<file path="src/logic/dac_pkg.sv">
// shared types for the servo DAC controller
// widths, command word layout, set-point bundle, DAC commands, SPI states

package dac_pkg;

    // ------------------------------------------------------------------------
    // board level constants
    // ------------------------------------------------------------------------
    localparam int num_channels = 4;        // servo DAC channels on the board

    typedef logic [15:0] dac_value_t;       // raw DAC code, mid-scale is zero output
    typedef logic [1:0]  dac_addr_t;        // channel / word index

    // DAC command codes, top nibble of the second byte of the word
    typedef enum logic [3:0] {
        cmd_wru = 4'h3,                     // write input register and update output
        cmd_nop = 4'hf                      // no operation, DAC ignores the word
    } dac_cmd_t;

    localparam dac_value_t dac_val_init = 16'h8000;  // mid-scale code for NOP words

    // ------------------------------------------------------------------------
    // 32-bit command word as clocked out on SPI, MSB first
    // ------------------------------------------------------------------------
    typedef struct packed {
        logic [7:0] pad;                    // don't care bits, always sent as zero
        dac_cmd_t   cmd;                    // command nibble
        logic [3:0] addr;                   // channel number
        dac_value_t value;                  // 16-bit DAC code
    } dac_word_t;

    // host set-points, all four channels written together
    typedef struct packed {
        dac_value_t ch3;
        dac_value_t ch2;
        dac_value_t ch1;
        dac_value_t ch0;
    } dac_set_t;

    // SPI engine FSM
    typedef enum logic [1:0] {
        idle,                               // csel high, waiting on trig
        sel,                                // csel falls, first word loaded
        shift,                              // clocking bits out
        desel                               // csel rise and inter-frame gap
    } spi_state_t;

endpackage

</file>
<file path="src/logic/dac_cmd_regs.sv">
`timescale 1ns/1ps
// command word register file for the servo DACs
// trig generation, NOP flush of used words, one-shot DAC type test

module dac_cmd_regs (
    input  logic               sysclk,
    input  logic               dac_test_reset,  // also restarts the type test
    input  dac_pkg::dac_set_t  dac_set,         // set-points from host side
    input  logic               data_ready,      // one-cycle strobe, new set-points
    input  logic               busy,            // SPI engine busy
    input  logic               flush,           // word at word_addr was loaded
    input  dac_pkg::dac_addr_t word_addr,       // word requested by SPI engine
    input  logic               mosi_read,       // sensed MOSI pin level
    output logic               trig,            // start request, held until busy
    output dac_pkg::dac_word_t word,            // selected command word
    output logic               quad_dac,        // 1 = one quad part, 0 = chain of singles
    output logic               test_done        // type test finished, MOSI may be driven
);

    // NOP word, written back to each entry once the SPI engine has taken it
    localparam dac_pkg::dac_word_t nop_word = '{
        pad:   8'h00,
        cmd:   dac_pkg::cmd_nop,
        addr:  4'h0,
        value: dac_pkg::dac_val_init
    };

    dac_pkg::dac_word_t words [dac_pkg::num_channels];  // one entry per channel

    // write-and-update word for one channel
    function automatic dac_pkg::dac_word_t wru_word(
        input logic [3:0]          ch,
        input dac_pkg::dac_value_t val
    );
        dac_pkg::dac_word_t w;
        w.pad   = 8'h00;
        w.cmd   = dac_pkg::cmd_wru;
        w.addr  = ch;
        w.value = val;
        return w;
    endfunction

    logic accept;                               // strobe taken this cycle

    assign accept = data_ready && !busy;        // writes while busy are dropped
    assign word   = words[word_addr];           // combinational read port

    // ------------------------------------------------------------------------
    // DAC type test
    // ------------------------------------------------------------------------
    // MOSI is left floating until test_done, the quad part pulls it low
    always_ff @(posedge sysclk) begin
        if (dac_test_reset) begin
            test_done <= 1'b0;
            quad_dac  <= 1'b0;
        end else if (!test_done) begin
            test_done <= 1'b1;                  // one sample, first clock out of reset
            quad_dac  <= ~mosi_read;            // low level means quad part
        end
    end

    // ------------------------------------------------------------------------
    // trig handshake
    // ------------------------------------------------------------------------
    always_ff @(posedge sysclk) begin
        if (dac_test_reset) begin
            trig <= 1'b0;
        end else if (accept) begin
            trig <= 1'b1;                       // rises the clock after the strobe
        end else if (trig && busy) begin
            trig <= 1'b0;                       // SPI engine has picked it up
        end
    end

    // ------------------------------------------------------------------------
    // command word entries
    // ------------------------------------------------------------------------
    always_ff @(posedge sysclk) begin
        if (dac_test_reset) begin
            for (int i = 0; i < dac_pkg::num_channels; i++) begin
                words[i] <= nop_word;           // never send a stale word
            end
        end else if (accept) begin
            // all four channels rewritten on every transaction
            words[0] <= wru_word(4'd0, dac_set.ch0);
            words[1] <= wru_word(4'd1, dac_set.ch1);
            words[2] <= wru_word(4'd2, dac_set.ch2);
            words[3] <= wru_word(4'd3, dac_set.ch3);
        end else if (flush) begin
            words[word_addr] <= nop_word;       // used up, back to NOP
        end
    end

endmodule

</file>
<file path="src/logic/dac_ctrl_top.sv">
`timescale 1ns/1ps
// servo DAC controller top, register file plus SPI engine

module dac_ctrl_top #(
    parameter int sclk_half = 4                 // sclk half period in sysclk cycles
) (
    input  logic              sysclk,
    input  logic              dac_test_reset,   // sync, active high
    input  dac_pkg::dac_set_t dac_set,          // four set-points from host
    input  logic              data_ready,       // strobe for dac_set
    input  logic              mosi_read,        // sensed MOSI pin
    output logic              sclk,
    output logic              mosi,
    output logic              mosi_en,          // MOSI driver enable, off during type test
    output logic              csel,
    output logic              busy,
    output logic              quad_dac          // sensed DAC kind
);

    logic               trig;                   // regs -> spi, start request
    logic               flush;                  // spi -> regs, clear loaded word
    logic               test_done;              // type test finished
    dac_pkg::dac_addr_t word_addr;
    dac_pkg::dac_word_t word;

    assign mosi_en = test_done;                 // pin floats until sensed

    dac_cmd_regs dac_cmd_regs_i (
        .sysclk         (sysclk),
        .dac_test_reset (dac_test_reset),
        .dac_set        (dac_set),
        .data_ready     (data_ready),
        .busy           (busy),
        .flush          (flush),
        .word_addr      (word_addr),
        .mosi_read      (mosi_read),
        .trig           (trig),
        .word           (word),
        .quad_dac       (quad_dac),
        .test_done      (test_done)
    );

    dac_spi_chain #(
        .sclk_half      (sclk_half)
    ) dac_spi_chain_i (
        .sysclk         (sysclk),
        .dac_test_reset (dac_test_reset),
        .trig           (trig),
        .word           (word),
        .quad_dac       (quad_dac),
        .test_done      (test_done),
        .word_addr      (word_addr),
        .flush          (flush),
        .busy           (busy),
        .sclk           (sclk),
        .csel           (csel),
        .mosi           (mosi)
    );

endmodule

</file>
<file path="src/logic/dac_spi_chain.sv">
`timescale 1ns/1ps
// SPI engine for the servo DACs
// sclk divider, 32-bit shifter, chain or quad framing, flush strobes

module dac_spi_chain #(
    parameter int sclk_half = 4                 // sysclk cycles per sclk half period
) (
    input  logic               sysclk,
    input  logic               dac_test_reset,
    input  logic               trig,            // start request from register file
    input  dac_pkg::dac_word_t word,            // word at word_addr
    input  logic               quad_dac,        // framing select
    input  logic               test_done,       // no transaction before type test
    output dac_pkg::dac_addr_t word_addr,       // word wanted from register file
    output logic               flush,           // loaded word becomes NOP
    output logic               busy,
    output logic               sclk,            // idles low
    output logic               csel,            // active low chip select
    output logic               mosi             // MSB first, changes while sclk low
);

    // counter must also reach the 2 x sclk_half gap between quad frames
    localparam int cnt_w = $clog2(2 * sclk_half + 1);

    typedef logic [cnt_w-1:0] half_cnt_t;

    localparam half_cnt_t half_last = half_cnt_t'(sclk_half - 1);      // end of half period
    localparam half_cnt_t gap_last  = half_cnt_t'(2 * sclk_half - 2);  // gap before next sel

    dac_pkg::spi_state_t state;
    half_cnt_t           half_cnt;              // sysclk count within half period
    logic [4:0]          bit_cnt;               // bit within current word
    logic [2:0]          word_cnt;              // next word to load, 4 = all taken
    logic [31:0]         shreg;                 // output shifter

    logic half_end;                             // last cycle of a half period
    logic words_done;                           // all four words loaded
    logic last_word;                            // word in shifter closes the frame

    assign half_end   = (half_cnt == half_last);
    assign words_done = (word_cnt == 3'd4);
    assign last_word  = quad_dac || words_done; // quad part takes one word per frame

    // chain sends 3,2,1,0 so word 3 ends up in the far DAC, quad sends 0..3
    assign word_addr = quad_dac ? word_cnt[1:0] : ~word_cnt[1:0];
    assign mosi      = shreg[31];

    // ------------------------------------------------------------------------
    // FSM, sclk and csel generation
    // ------------------------------------------------------------------------
    always_ff @(posedge sysclk) begin
        if (dac_test_reset) begin
            state    <= dac_pkg::idle;
            busy     <= 1'b0;
            csel     <= 1'b1;
            sclk     <= 1'b0;
            flush    <= 1'b0;
            half_cnt <= '0;
            bit_cnt  <= '0;
            word_cnt <= '0;
        end else begin
            flush <= 1'b0;                      // one-cycle pulse by default
            if (flush) begin
                word_cnt <= word_cnt + 3'd1;    // step after the flushed entry is cleared
            end

            case (state)
                dac_pkg::idle: begin
                    word_cnt <= '0;
                    if (trig && test_done) begin
                        busy  <= 1'b1;
                        state <= dac_pkg::sel;
                    end
                end

                // two cycles: csel falls with the first load, then one lead cycle
                dac_pkg::sel: begin
                    if (csel) begin
                        csel    <= 1'b0;
                        shreg   <= word;
                        flush   <= 1'b1;
                        bit_cnt <= '0;
                    end else begin
                        half_cnt <= '0;
                        state    <= dac_pkg::shift;
                    end
                end

                dac_pkg::shift: begin
                    if (half_end) begin
                        half_cnt <= '0;
                        sclk     <= ~sclk;
                        if (sclk) begin         // falling edge, move to next bit
                            bit_cnt <= bit_cnt + 5'd1;      // wraps at word end
                            if (bit_cnt != 5'd31) begin
                                shreg <= {shreg[30:0], 1'b0};
                            end else if (last_word) begin
                                state <= dac_pkg::desel;
                            end else begin
                                shreg <= word;  // chain, next word follows directly
                                flush <= 1'b1;
                            end
                        end
                    end else begin
                        half_cnt <= half_cnt + 1'b1;
                    end
                end

                dac_pkg::desel: begin
                    if (!csel) begin
                        // hold csel low one half period past the last falling edge
                        if (half_end) begin
                            csel     <= 1'b1;
                            half_cnt <= '0;
                        end else begin
                            half_cnt <= half_cnt + 1'b1;
                        end
                    end else if (words_done) begin
                        busy  <= 1'b0;          // one cycle after final csel rise
                        state <= dac_pkg::idle;
                    end else if (half_cnt == gap_last) begin
                        state <= dac_pkg::sel;  // quad, next frame
                    end else begin
                        half_cnt <= half_cnt + 1'b1;
                    end
                end

                default: state <= dac_pkg::idle;
            endcase
        end
    end

endmodule

</file>
<file path="config.mk">
export PLATFORM = sky130hd
export DESIGN_NAME = dac_ctrl_top
export DESIGN_NICKNAME = d
export VERILOG_FILES = /design/src/logic/dac_pkg.sv /design/src/logic/dac_cmd_regs.sv /design/src/logic/dac_ctrl_top.sv /design/src/logic/dac_spi_chain.sv
export SDC_FILE = /design/constraint.sdc
export NUM_CORES = 1
export LEC_CHECK = 0
export ABC_CLOCK_PERIOD_IN_PS = 7150
export BUFFER_PORTS_ARGS = -buffer_cell sky130_fd_sc_hd__buf_2
export CORE_MARGIN = 1
export CORE_UTILIZATION = 40
export DETAILED_ROUTE_END_ITERATION = 10
export SYNTH_ARGS = -nofsm -noshare
export SYNTH_HDL_FRONTEND = slang
export SYNTH_SLANG_ARGS = --single-unit
</file>
<file path="constraint.sdc">
create_clock -name sysclk -period 7.15 [get_ports sysclk]
set_input_delay 0.3575 -clock sysclk [delete_from_list [all_inputs] [get_ports sysclk]]
set_output_delay 0.3575 -clock sysclk [all_outputs]
set_load 0.03 [all_outputs]
</file>
==> qor.txt <==
CP delay by family, top = flip-flops
Synth area leaders = dfxtp_1 33%, edfxtp_1 17%, nand2_1 9.2%
CTS Buf Count = 17
#FFs+latches synth = 124
final wirelength = 13.2 mm
Worst Path Required = 7.41 ns
Post-DRT Antenna Nets = 0
largest area contributor in the synthesized netlist = dfxtp_1
antenna fix cells = 0
Slew Limit Fails = 0
Sum Neg Setup Slack = 0 ns
Hold Path Class = input pin to flip-flop
WS Path Type = flip-flop to flip-flop
mux share of post-synthesis cell area = 7.66%
Slew HR = 29.2%
die area = 14,600 um^2
min Tclk post-route = 2.96 ns
end of the critical path = dac_cmd_regs_i.words[0][10]
EDFF count, synth = 32
post-synth cell types = 48
Initial Utilization = 40.9%
Reg2Reg Launch Point = dac_spi_chain_i.word_cnt[0]
Levels on crit path = 4
Worst-Margin Slew = 1.06 ns
Finished Cell Area = 6730 um^2
GP Congestion = 0.783
R2R cell count = 4
DP Area = 6110 um^2
Primary FF master, synth = dfxtp_1
Synth Area in Compound Gates = 18.7%
post-DP HPWL = 8.87 mm
Syn Area/Cell = 9.23 um^2
max cap viols = 0
FMAX = 338 MHz
die height = 121 um
RSZ-0062 raised after global routing = no
IO Count = 74
TritonCTS clock tree = yes
xor and xnor fraction of the mapped netlist area = 0.620%
synthesized instance count = 612
fraction of layout cells with a size suffix above 1 = 20.0%
CP Max Fanout = 24
crit-path cells = and2_1 -> mux2i_1 -> o21ai_2 -> a21oi_1
worst endpoint data arrival time = 3.22 ns
r2r endpoint = dac_cmd_regs_i.words[0][10]
register-to-register setup slack = 4.19 ns
clk root buf = clkbuf_16
die width = 121 um
Post-Synth Simple-Gate Area = 17.1%
Yosys top cell area share = 32.6%
Critical Path Start Type = flip-flop
CTS Hold Bufs = 0
Setup crit start = dac_spi_chain_i.word_cnt[0]
power per cell area = 309 nW/um^2
largest family of logic cells by synthesized area = compound AO/OA/AOI/OAI gates
leakage power = 2.59 nW
Post-layout nets = 741
Initial DRT Pass Iterations = 5
Port Buffer Count = 73
Core Region = 13,800 um^2
CP bufs+invs = 0
synthesized area = 5650 um^2
Syn Nets = 690
synthesis-to-finish area growth = 19.2%
Sink Count = 124
Post-route DRC = 0
# setup viols final = 0
most frequent cells in the layout = 138 x nand2_1, 92 x dfxtp_1, 79 x a21oi_1
most common cell after layout, fill and taps aside = nand2_1
synth warn = 0
status = finished, final reports clean
Tcrit/Tclk final = 41.4%
worst vdd ir = 0.146 mV
Overflow after GRT = 0
H-tree levels = 4
slowest stage delay, CP = 1.02 ns
WL/cell = 15.4 um
nature of the critical path endpoint = flip-flop
Worst-path clk slew = 0.05 ns
worst skew pair latency = 0.42 ns
DR vias = 4,685
Setup Skew = 0.00961 ns
post-cts resize count = 0
ys async rst share = 0%
Slowest cell on crit path = dfxtp_1
via/cell ratio = 5.48
vias in the first global route = 4,309
CTS max path bufs = 2
Total GRT Usage = 19.1%
# rows = 43
Seq/Total Area, Yosys = 49.6%
final hold viol count = 0
first-pass GRT wire length = 21.4 mm
Post-Synth Adder-Cell Area = 2.21%
postcts setup bufs = 0
largest net degree at the start of global routing = 72
initial antenna violation count = 0
Iter 0 DRT Violations = 270
==> sequential cells by signal, summed over array words and instances (netlist names), 2 cells and up <==
signal and flops:
dac_cmd_regs_i.words 71, dac_spi_chain_i.shreg 32, dac_spi_chain_i.bit_cnt 5, dac_spi_chain_i.half_cnt 4, dac_spi_chain_i.word_cnt 3, dac_spi_chain_i.state 2
==> per-stage QoR <==
| stage | total power [mW] | instances | utilization [%] | hold WS, ns | setup WS [ns] |
|---|---|---|---|---|---|
| global route | 2.17 | 855 | 48.7 | 0.162 | 3.88 |
| detailed placement | 1.22 | 824 | 44.2 | 0.446 | 4.10 |
| floorplan | 1.13 | 612 | - | 0.426 | 2.76 |
| global placement | 1.21 | 824 | 44.2 | 0.436 | 4.28 |
| CTS | 2.10 | 855 | 48.7 | 0.136 | 4.05 |
| finish | 2.08 | 855 | 48.7 | 0.150 | 4.19 |
==> cells in the mapped netlist, types with 2 or more instances <==
library cell  number
a211oi_1           2
a21o_1            16
a21oi_1           79
a221oi_1          12
a22oi_1           21
a31o_2             2
a31oi_1           13
and2_1            12
and3_1             2
buf_1              5
buf_2             15
clkbuf_1          26
dfxtp_1           92
edfxtp_1          32
ha_1              10
inv_1             10
mux2_2             2
mux2i_1           14
mux4_2            12
nand2_1          138
nand2b_1           6
nand3_1            4
nand3b_1           5
nor2_1            37
nor2b_1            2
nor3_1             8
o211ai_1           2
o21ai_0            4
o21ai_2            2
o31ai_1            3
o41ai_1            3
or2_2              2
or3_1              2
xor2_1             3
==> final cells by class <==
type                            count  area [um^2]
Clock buffer                       28          601
Clock inverter                      3         15.0
Fill cell                        1288         7100
Inverter                           10         37.5
Multi-Input combinational cell    432         2650
Sequential cell                   124         2800
Tap cell                          180          225
Timing Repair Buffer               78          403
==> worst min-delay path by stage <==
stage | startpoint | to | slack (ns) | depth (start not counted)
3_5_place_dp | dac_cmd_regs_i.words[2][18] | dac_cmd_regs_i.words[2][18] | 0.45 | 1
2_1_floorplan | dac_cmd_regs_i.words[2][18] | dac_cmd_regs_i.words[2][18] | 0.43 | 1
4_1_cts | dac_set[63] | dac_cmd_regs_i.words[3][15] | 0.14 | 3
3_3_place_gp | dac_cmd_regs_i.words[2][18] | dac_cmd_regs_i.words[2][18] | 0.44 | 1
5_1_grt | dac_set[63] | dac_cmd_regs_i.words[3][15] | 0.16 | 3
6_report | dac_set[63] | dac_cmd_regs_i.words[3][15] | 0.15 | 3
==> metal layers <==
layer,GRT usage [%],share of wire [%],vias up
li1,-,-,2281
met1,25.4,47,2277
met2,30.1,47,116
met3,4.91,4.6,11
met4,6.48,1.1,0
met5,0,0,-
==> logic make-up (layout without fill, tap and decap cells) <==
| logic type | Yosys count | in the layout |
|---|---|---|
| buf+inv | 56 | 119 |
| fa+ha+maj | 10 | 10 |
| simple gates | 224 | 224 |
| flops | 124 | 124 |
| compound gates | 166 | 166 |
| xor+xnor | 4 | 4 |
| mux | 28 | 28 |
==> report_power, final <==
group          total [mW]  switching [mW]  internal [mW]  leakage, nW
combinational       0.344           0.214          0.130         1.23
clock               0.864           0.297          0.567        0.310
sequential          0.870          0.0482          0.822         1.05
==> worst min-delay path, delay by kind of cell <==
kind | cells | cell delay [ns]
buf+inv | 1 | 0.07
simple gates | 2 | 0.11
No activity file was read; power rests on OpenSTA's default activity.
